==> config.mk <==
export PLATFORM = sky130hd
export DESIGN_NAME = fbsbDecoder
export DESIGN_NICKNAME = d
export VERILOG_FILES = /design/src/hdl/fbsbPkg.sv /design/src/hdl/bitSampler.sv /design/src/hdl/fbsbDecoder.sv /design/src/hdl/frameSequencer.sv
export SDC_FILE = /design/constraint.sdc
export NUM_CORES = 1
export LEC_CHECK = 0
export ABC_AREA = 1
export BUFFER_PORTS_ARGS = -buffer_cell sky130_fd_sc_hd__buf_2
export CAP_MARGIN = 10
export CORE_MARGIN = 4
export CORE_UTILIZATION = 40
export CTS_BUF_LIST = sky130_fd_sc_hd__clkbuf_8
export CTS_CLUSTER_SIZE = 16
export DETAILED_ROUTE_END_ITERATION = 8
export PLACE_DENSITY_LB_ADDON = 0.08
export SYNTH_ARGS = -nofsm -noshare
export SYNTH_HDL_FRONTEND = slang
export SYNTH_SLANG_ARGS = --single-unit
==> constraint.sdc <==
create_clock -name pclk -period 7.3 [get_ports pclk]
set_input_delay 0.365 -clock pclk [delete_from_list [all_inputs] [get_ports pclk]]
set_output_delay 0.365 -clock pclk [all_outputs]
set_load 0.05 [all_outputs]
==> src/hdl/fbsbPkg.sv <==
package fbsbPkg;

    ////////////////////
    // line timing

    // pclk cycles in one bit time
    localparam logic [5:0] cyclesPerBit = 6'd50;

    // counter range 0 to cyclesPerBit-1
    typedef logic [$clog2(cyclesPerBit)-1:0] bitCount_t;

    // votes per bit
    localparam int samplesPerBit = 5;

    // first sample lands a little after the bit edge
    localparam bitCount_t firstSampleOffset = 6'd5;

    // so samples fall at 5, 15, 25, 35 and 45
    localparam bitCount_t sampleSpacing = 6'd10;

    ////////////////////
    // frame layout

    // bit times in each preamble
    localparam int preambleBits = 5;

    // payload bits, msb first
    localparam int dataBits = 8;

    ////////////////////
    // shared types

    // result of one bit time
    typedef struct packed {
        logic done;
        logic level;
    } bitResult_t;

    typedef enum logic [2:0] {
        idle,
        preambleHigh,
        pending,
        preambleLow,
        dataBit
    } frameState_t;

    // majority of the samples, an odd count never ties
    function automatic logic majorityVote(input logic [samplesPerBit-1:0] samples);
        int unsigned ones;
        ones = 0;
        for (int i = 0; i < samplesPerBit; i++) begin
            ones += samples[i];
        end
        return ones > (samplesPerBit / 2);
    endfunction

endpackage

==> src/hdl/bitSampler.sv <==
`timescale 1ns/1ps

module bitSampler (
    input  logic                pclk,
    input  logic                resetn,
    input  logic                rx,
    input  logic                align,
    output logic                lineLevel,
    output fbsbPkg::bitResult_t sampledBit
);

    logic [1:0] rxSync;

    fbsbPkg::bitCount_t bitCnt;
    fbsbPkg::bitCount_t nextSample;

    logic samplePoint;
    logic lastCount;

    logic [fbsbPkg::samplesPerBit-1:0] capture;

    ////////////////////
    // synchronizer

    // two flops against metastability on the raw line
    always_ff @(posedge pclk or negedge resetn) begin
        if (!resetn) begin
            rxSync <= 2'b00;
        end else begin
            rxSync <= {rxSync[0], rx};
        end
    end

    assign lineLevel = rxSync[1];

    ////////////////////
    // bit timing

    assign lastCount = (bitCnt == fbsbPkg::cyclesPerBit - 1'b1);
    assign samplePoint = (bitCnt == nextSample);

    // align wins over the wrap
    always_ff @(posedge pclk or negedge resetn) begin
        if (!resetn) begin
            bitCnt     <= '0;
            nextSample <= fbsbPkg::firstSampleOffset;
        end else if (align || lastCount) begin
            bitCnt     <= '0;
            nextSample <= fbsbPkg::firstSampleOffset;
        end else begin
            bitCnt <= bitCnt + 1'b1;
            // step to the next sample slot
            if (samplePoint) begin
                nextSample <= nextSample + fbsbPkg::sampleSpacing;
            end
        end
    end

    ////////////////////
    // sample capture

    // oldest sample shifts out the top
    always_ff @(posedge pclk) begin
        if (samplePoint) begin
            capture <= {capture[fbsbPkg::samplesPerBit-2:0], lineLevel};
        end
    end

    // last sample sits at 45, so the word is complete by count 49
    assign sampledBit.done  = lastCount;
    assign sampledBit.level = fbsbPkg::majorityVote(capture);

    ////////////////////
    // checks

    counterInRange : assert property (
        @(posedge pclk) disable iff (!resetn)
        bitCnt <= fbsbPkg::cyclesPerBit - 1'b1
    ) else $error("bit counter out of range");

    // a restarted bit must run its full length
    noDoneAfterAlign : assert property (
        @(posedge pclk) disable iff (!resetn)
        align |=> !sampledBit.done
    ) else $error("bit done right after align");

endmodule

==> src/hdl/fbsbDecoder.sv <==
`timescale 1ns/1ps

module fbsbDecoder (
    input  logic       pclk,
    input  logic       resetn,
    input  logic       rx,
    output logic [7:0] data,
    output logic       dataValid,
    output logic       trigOut
);

    // synchronized line for edge detection
    logic lineLevel;

    // vote and end of each bit time
    fbsbPkg::bitResult_t sampledBit;

    // sequencer restarts the bit grid
    logic align;

    ////////////////////
    // sampling

    bitSampler i_bitSampler (
        .pclk       (pclk),
        .resetn     (resetn),
        .rx         (rx),
        .align      (align),
        .lineLevel  (lineLevel),
        .sampledBit (sampledBit)
    );

    ////////////////////
    // framing

    frameSequencer i_frameSequencer (
        .pclk       (pclk),
        .resetn     (resetn),
        .lineLevel  (lineLevel),
        .sampledBit (sampledBit),
        .align      (align),
        .data       (data),
        .dataValid  (dataValid),
        .trigOut    (trigOut)
    );

endmodule

==> src/hdl/frameSequencer.sv <==
`timescale 1ns/1ps

module frameSequencer (
    input  logic                pclk,
    input  logic                resetn,
    input  logic                lineLevel,
    input  fbsbPkg::bitResult_t sampledBit,
    output logic                align,
    output logic [7:0]          data,
    output logic                dataValid,
    output logic                trigOut
);

    fbsbPkg::frameState_t state;

    // counts preamble bits, then data bits
    logic [2:0] bitIdx;

    logic [6:0] shiftReg;
    logic [7:0] nextByte;

    logic startSeen;
    logic edgeSeen;
    logic lastPreamble;
    logic lastData;

    ////////////////////
    // realignment

    // rising line in idle starts the high preamble
    assign startSeen = (state == fbsbPkg::idle) && lineLevel;

    // falling edge after the stretch sets the bit grid for the rest
    assign edgeSeen = (state == fbsbPkg::pending) && !lineLevel;

    assign align = startSeen || edgeSeen;

    ////////////////////
    // bit bookkeeping

    assign lastPreamble = (bitIdx == 3'(fbsbPkg::preambleBits - 1));
    assign lastData     = (bitIdx == 3'(fbsbPkg::dataBits - 1));

    // line low means 1
    assign nextByte = {shiftReg, ~sampledBit.level};

    always_ff @(posedge pclk) begin
        if ((state == fbsbPkg::dataBit) && sampledBit.done) begin
            shiftReg <= nextByte[6:0];
        end
    end

    ////////////////////
    // frame FSM

    always_ff @(posedge pclk or negedge resetn) begin
        if (!resetn) begin
            state     <= fbsbPkg::idle;
            bitIdx    <= '0;
            data      <= '0;
            dataValid <= 1'b0;
            trigOut   <= 1'b0;
        end else begin
            dataValid <= 1'b0;

            case (state)
                fbsbPkg::idle: begin
                    if (startSeen) begin
                        state  <= fbsbPkg::preambleHigh;
                        bitIdx <= '0;
                    end
                end

                fbsbPkg::preambleHigh: begin
                    if (sampledBit.done) begin
                        // a low vote here means no valid frame
                        if (!sampledBit.level) begin
                            state <= fbsbPkg::idle;
                        end else if (lastPreamble) begin
                            state  <= fbsbPkg::pending;
                            bitIdx <= '0;
                        end else begin
                            bitIdx <= bitIdx + 1'b1;
                        end
                    end
                end

                // wait out a stretch of any length for the edge
                fbsbPkg::pending: begin
                    if (edgeSeen) begin
                        state  <= fbsbPkg::preambleLow;
                        bitIdx <= '0;
                    end
                end

                fbsbPkg::preambleLow: begin
                    if (sampledBit.done) begin
                        if (sampledBit.level) begin
                            state <= fbsbPkg::idle;
                        end else if (lastPreamble) begin
                            state  <= fbsbPkg::dataBit;
                            bitIdx <= '0;
                        end else begin
                            bitIdx <= bitIdx + 1'b1;
                        end
                    end
                end

                fbsbPkg::dataBit: begin
                    if (sampledBit.done) begin
                        if (lastData) begin
                            // byte, strobe and toggle all land on the same edge
                            data      <= nextByte;
                            dataValid <= 1'b1;
                            trigOut   <= ~trigOut;
                            state     <= fbsbPkg::idle;
                        end else begin
                            bitIdx <= bitIdx + 1'b1;
                        end
                    end
                end

                default: begin
                    state <= fbsbPkg::idle;
                end
            endcase
        end
    end

    ////////////////////
    // checks

    validIsPulse : assert property (
        @(posedge pclk) disable iff (!resetn)
        dataValid |=> !dataValid
    ) else $error("dataValid held for two cycles");

    // trigger follows accepted frames only
    trigWithValid : assert property (
        @(posedge pclk) disable iff (!resetn)
        $changed(trigOut) |-> dataValid
    ) else $error("trigOut changed without dataValid");

endmodule

## After elaboration in Yosys (flattened, before gate mapping)

Index checks and enable logic that the tools add are counted.
Widths: inputs -> output; s select.

- Reductions and logical operators: 12
- Shift operators: 0
- Muxes and demuxes: 27
- Eq/ne operators: 19
- Bitwise gates (word level): 2
- Divide/modulo/power cells: 0
- $mul: 0
- Add/sub/neg operators: 7
- Order comparisons: 1

Operators by type and width:

| cell | count |
|---|---|
| $add 32x1->32 | 3 |
| $mux 3 | 19 |
| $gt 32x2->1 const B | 1 |
| $pmux 3 s5 | 2 |
| $mux 6 | 3 |
| $ne 2x2->1 const B | 5 |
| $eq 3x3->1 const B | 3 |
| $reduce_and 9->1 | 1 |
| $ne 2x1->1 const B | 4 |
| $reduce_and 8->1 | 1 |
| $add 6x1->6 const B | 1 |
| $add 6x4->6 const B | 1 |
| $eq 3x2->1 const B | 2 |
| $eq 6x6->1 | 1 |
| $eq 6x6->1 const B | 1 |
| $reduce_bool 5->1 | 1 |
| $add 3x1->3 const B | 1 |
| $eq 3x1->1 const B | 1 |
| $logic_and 1x1->1 | 3 |
| $logic_not 3->1 | 1 |
| $mux 1 | 3 |
| $ne 3x1->1 const B | 1 |
| $ne 3x3->1 const B | 1 |
| $reduce_and 3->1 | 1 |
| other kinds (5) | 7 |

- Word-level logic and storage cells: 78
- Register bits after elaboration: 42
- ROM bits: 0
- Bits in latches: 0
- Memories: 0
- RAM bits: 0
- Input port bits: 3
- Output and inout bits: 10

## Logic depth before layout (Yosys ltp)

- Word-level depth: 8
- Depth in mapped cells: 16
- Depth with buffers taken out: 16

## By module

Synthesis repeated with hierarchy kept, for this count alone.

- Cell total of the unflattened synthesis: 245
- Area total of the unflattened synthesis: 2205.9 um^2

By module, submodules not included:

| module | seq. area each (um^2) | instances | area an instance (um^2) | cells an instance |
|---|---|---|---|---|
| frameSequencer | 610.6 | 1 | 1127.3 | 125 |
| bitSampler | 503.0 | 1 | 1078.5 | 120 |

## Worst setup path before layout

OpenSTA, ideal clock, no wires.

- Kind: flip-flop to flip-flop
- From: register i_bitSampler.capture[0] (netlist name)
- To: register i_frameSequencer.bitIdx[0]
- Setup time: 117 ps
- Period minus slack after synthesis: 2542 ps
- Stages on the path, launching flop included: 15
- Path slack: 4758 ps
- Path buffers: 0
- Data required time: 7183 ps
- Arrival time: 2425 ps
- Cells stage by stage: edfxtp_1 > ha_1 > inv_1 > fa_1 > inv_1 > ha_1 > inv_1 > fa_1 > inv_1 > a21oi_1 > nand2_1 > nand2_1 > nand4_1 > nand2_1 > nand2_1

- Longest elaborated chain between the ends: 7
- Elaborated cells on any way between the ends: 8
- Classes of those cells: add/sub: 4; order compare: 1; eq/ne: 2; reduce/logical: 1

RTL lines:

| element | RTL line | source |
|---|---|---|
| from (decl) | bitSampler.sv:20 | `logic [fbsbPkg::samplesPerBit-1:0] capture;` |
| from (signal assigned) | bitSampler.sv:65 | `capture <= {capture[fbsbPkg::samplesPerBit-2:0], lineLevel};` |
| $add 1x1->2 (*) | fbsbPkg.sv:52 | `ones += samples[i];` |
| $add 32x1->32 (*) (3 in series) | fbsbPkg.sv:52 |  |
| $gt 32x2->1 (*) | fbsbPkg.sv:54 | `return ones > (samplesPerBit / 2);` |
| $ne 2x2->1 (no line) or $ne 2x1->1 (tied branches) | - |  |
| $reduce_and 9->1 (no line) (*) | - |  |
| to (signal assigned) | frameSequencer.sv:83 | `bitIdx <= bitIdx + 1'b1;` |
| to (signal assigned) | frameSequencer.sv:104 | `bitIdx <= bitIdx + 1'b1;` |
| to (signal assigned) | frameSequencer.sv:118 | `bitIdx <= bitIdx + 1'b1;` |
| to (decl) | frameSequencer.sv:17 | `logic [2:0] bitIdx;` |

Every way passes the cells marked *; elsewhere a longest branch is shown, timed or not.
A chain may end at the register's enable or synchronous reset.

## Final worst setup path

- From: register i_bitSampler.capture[0] (netlist name)
- To: register i_frameSequencer.bitIdx[1]

Same word-level chain as after synthesis.

==> results.yml <==
detailed_routing:
  final_antenna_net_count: 0
  drtPass1Iterations: 4
  drt_iter0_drc: 75
  vias: 1463
  wl_um: 3560
  drcViolationCount: 0
  wire_per_inst_um: 11.0
  via_per_inst: 4.53
grt:
  grt_pass1_wl_um: 6530
  grt_overflow: 0
  antenna_found_initial: 0
  first_global_vias: 1426
  grt_start_max_net_pins: 31
  track_usage_pct: 12.9
job:
  drv_cap: 0
setup_path:
  crit_chain: "ha_1, inv_1, fa_1, inv_1, ha_1, inv_1, fa_1, inv_1, a21oi_1, nand2_1, nand2_1, nand4_1, nand2_1, nand2_1"
  criticalPathCategory: "flip-flop to flip-flop"
  crit_cells: 14
  cp.required_ns: 7.49
  cp.arrival_ns: 2.95
  end_kind: "flip-flop"
  critPathMaxFanout: 5
  crit_family: "adder cells"
  critPathMaxStageDelay_ns: 0.47
  r2r_cells: 14
  r2r_slack_ns: 4.53
  crit_buf_inv: 4
  slowest_stage: "fa_1"
  cp-start-kind: "flip-flop"
power_and_ir_drop:
  pwr-share-clk_pct: 26.2
  power_density_nw_per_um2: 360
  combPwrFrac_pct: 34.7
  leakage_uw: 0.00125
  switching_power_uw: 318
  internal_power_uw: 542
  sw_frac_of_total_pct: 37.0
  power.total_uw: 860
  p_seq_share_pct: 39.1
  peakVddDrop_uv: 123
sta:
  setup_viol: 0
  setup_ws_ns: 4.53
  finalCritPeriodShare_pct: 37.9
  hold_violations: 0
  rsz0062_at_grt: "no"
  timing.final.crit_period_ns: 2.77
  fmax_mhz: 361
  tns_ns: 0
  slew_violations: 0
  max_slew_margin_pct: 53.9
  worst_slew_pin_slew_ns: 0.692
  finalClockSkew_ns: 0.00588
logic_synthesis:
  synthArstFlopShare_pct: 71.4
  syn_area_per_cell_sq_um: 9.02
  synth.distinct_cells: 27
  synth-seq-area-share_pct: 52.5
  ys_warn_count: 0
  synth_flop_cell: "dfrtp_1"
  synth_nets: 248
  synth.cell_area_sq_um: 2120
  synth_edf_count: 12
  synthCells: 235
  ys_ff_latch: 42
floorplan:
  die_w_um: 80.8
  die_y_um: 80.8
  die_area_sq_um: 6530
  rows: 26
  core_area_sq_um: 5110
  io_pins: 13
  floorplan.initialDensity_pct: 41.5
clocking:
  h-tree-depth: 2
  clk_pin_slew_ns: 0.08
  cts_max_path_buffers: 2
  cts.repair.resized: 0
  cts_root_buffer: "clkbuf_8"
  numClockSinks: 42
  cts_tree: "yes"
  numCtsBuffers: 5
  postCtsHoldBufs: 0
  postCtsSetupRepairBufs: 0
  clk_latency_ns: 0.29
layout:
  final_util_pct: 46.8
  regArea_sq_um: 1110
  nNetsFinal: 265
  drive_gt1_share_pct: 15.4
  nFillCells: 520
  area_delta_synth_final_pct: 12.6
  multi_input_area_sq_um: 880
  n_antenna_cell: 0
outcome:
  status: "finished clean"
placed_design:
  dpl_worst_slack_ns: 4.50
  port_buffers: 12
  gp_congestion: 0.752
  dp_hpwl_um: 2590
min_path:
  hold_class: "input port to asynchronous set/reset pin"
==> placed cells by master (no fill, tap or decap) <==
| cell | Yosys | routed |
|---|---|---|
| ha_1 | 8 | 8 |
| nand2_2 | 6 | 6 |
| xnor2_2 | 1 | 1 |
| nand2_1 | 73 | 73 |
| and3_2 | 1 | 1 |
| xor2_1 | 9 | 9 |
| nor2_2 | 3 | 3 |
| nand4_1 | 2 | 2 |
| o21ai_2 | 1 | 1 |
| xnor2_1 | 1 | 1 |
| inv_2 | 1 | 1 |
| edfxtp_1 | 12 | 12 |
| o21ai_0 | 2 | 2 |
| dfrtp_1 | 28 | 28 |
| a21oi_1 | 4 | 4 |
| o21ai_1 | 2 | 2 |
| nor2_1 | 24 | 24 |
| or2_1 | 1 | 1 |
| clkbuf_8 | 0 | 6 |
| nand3_1 | 19 | 19 |
| dfstp_2 | 2 | 2 |
| buf_2 | 0 | 12 |
| nor3_2 | 1 | 1 |
| fa_1 | 2 | 2 |
| inv_1 | 26 | 26 |
| nor2_4 | 2 | 2 |
| clkinv_1 | 1 | 1 |
| bufinv_16 | 0 | 2 |
| nor3b_2 | 1 | 1 |
==> registers in the layout (all words and copies together), names as in the netlist, 2 cells and up <==
register and cells:
i_bitSampler.bitCnt 6, i_bitSampler.nextSample 6, i_frameSequencer.bitIdx 3, i_frameSequencer.shiftReg 7, i_frameSequencer.state 3, i_bitSampler.rxSync 2
i_frameSequencer.data 8, i_bitSampler.capture 5
==> cells by family after synthesis <==
logic type | after synthesis | share of synthesized area [%]
and+or+nand+nor | 133 | 27.7
buffers and inverters | 30 | 6.02
adders and majority gates | 10 | 6.61
xor gates and xnor gates | 11 | 4.90
AOI/OAI and AO/OA | 9 | 2.30
DFF | 42 | 52.5
==> layout make-up <==
cell class | count | share of cell area [%]
Multi-Input combinational cell | 163 | 36.8
Sequential cell | 42 | 46.6
Inverter | 28 | 4.40
Clock buffer | 6 | 3.46
Timing Repair Buffer | 12 | 2.51
Tap cell | 70 | 3.67
Clock inverter | 2 | 2.51
==> per-stage QoR <==
step | cell area [sq um] | hold WS [ns] | std cells
2_1_floorplan | 2120 | 0.0694 | 235
3_3_place_gp | 2250 | 0.333 | 315
3_5_place_dp | 2250 | 0.336 | 315
4_1_cts | 2390 | 0.127 | 323
5_1_grt | 2390 | 0.162 | 323
6_report | 2390 | 0.112 | 323
==> power by group through the flow <==
stage	sequential [uW]	combinational, uW	clock [uW]
4_1_cts	336	304	234
3_3_place_gp	341	299	0
3_5_place_dp	341	303	0
6_report	336	299	225
2_1_floorplan	328	253	0
5_1_grt	344	358	244
==> worst paths after layout <==
path	endpoint	start
min in group pclk	i_bitSampler.rxSync[0]	rx
max in group asynchronous	i_frameSequencer.state[0]	resetn
hold / removal	i_bitSampler.nextSample[1]	resetn
setup / recovery	i_frameSequencer.bitIdx[1]	i_bitSampler.capture[0]
setup reg to reg	i_frameSequencer.bitIdx[1]	i_bitSampler.capture[0]
hold reg to reg	i_bitSampler.rxSync[1]	i_bitSampler.rxSync[0]
==> cell usage after synthesis (3+ instances only) <==
cell,n,share of area [%]
nand2_1,73,13
dfrtp_1,28,33
inv_1,26,4.6
nor2_1,24,4.2
nand3_1,19,4.5
edfxtp_1,12,17
xor2_1,9,3.7
ha_1,8,4.7
nand2_2,6,1.8
a21oi_1,4,0.94
nor2_2,3,0.89
==> per-layer routing <==
| metal | wire [um] | GRT usage (%) | up-vias | share of wire, % |
|---|---|---|---|---|
| met5 | 0 | 0 | - | 0 |
| met4 | 53 | 6.59 | 0 | 1.5 |
| met3 | 129 | 2.77 | 6 | 3.6 |
| met2 | 1540 | 19.2 | 17 | 43 |
| met1 | 1840 | 17.8 | 669 | 52 |
| li1 | - | - | 771 | - |
Power figures use the tool's default switching activity.
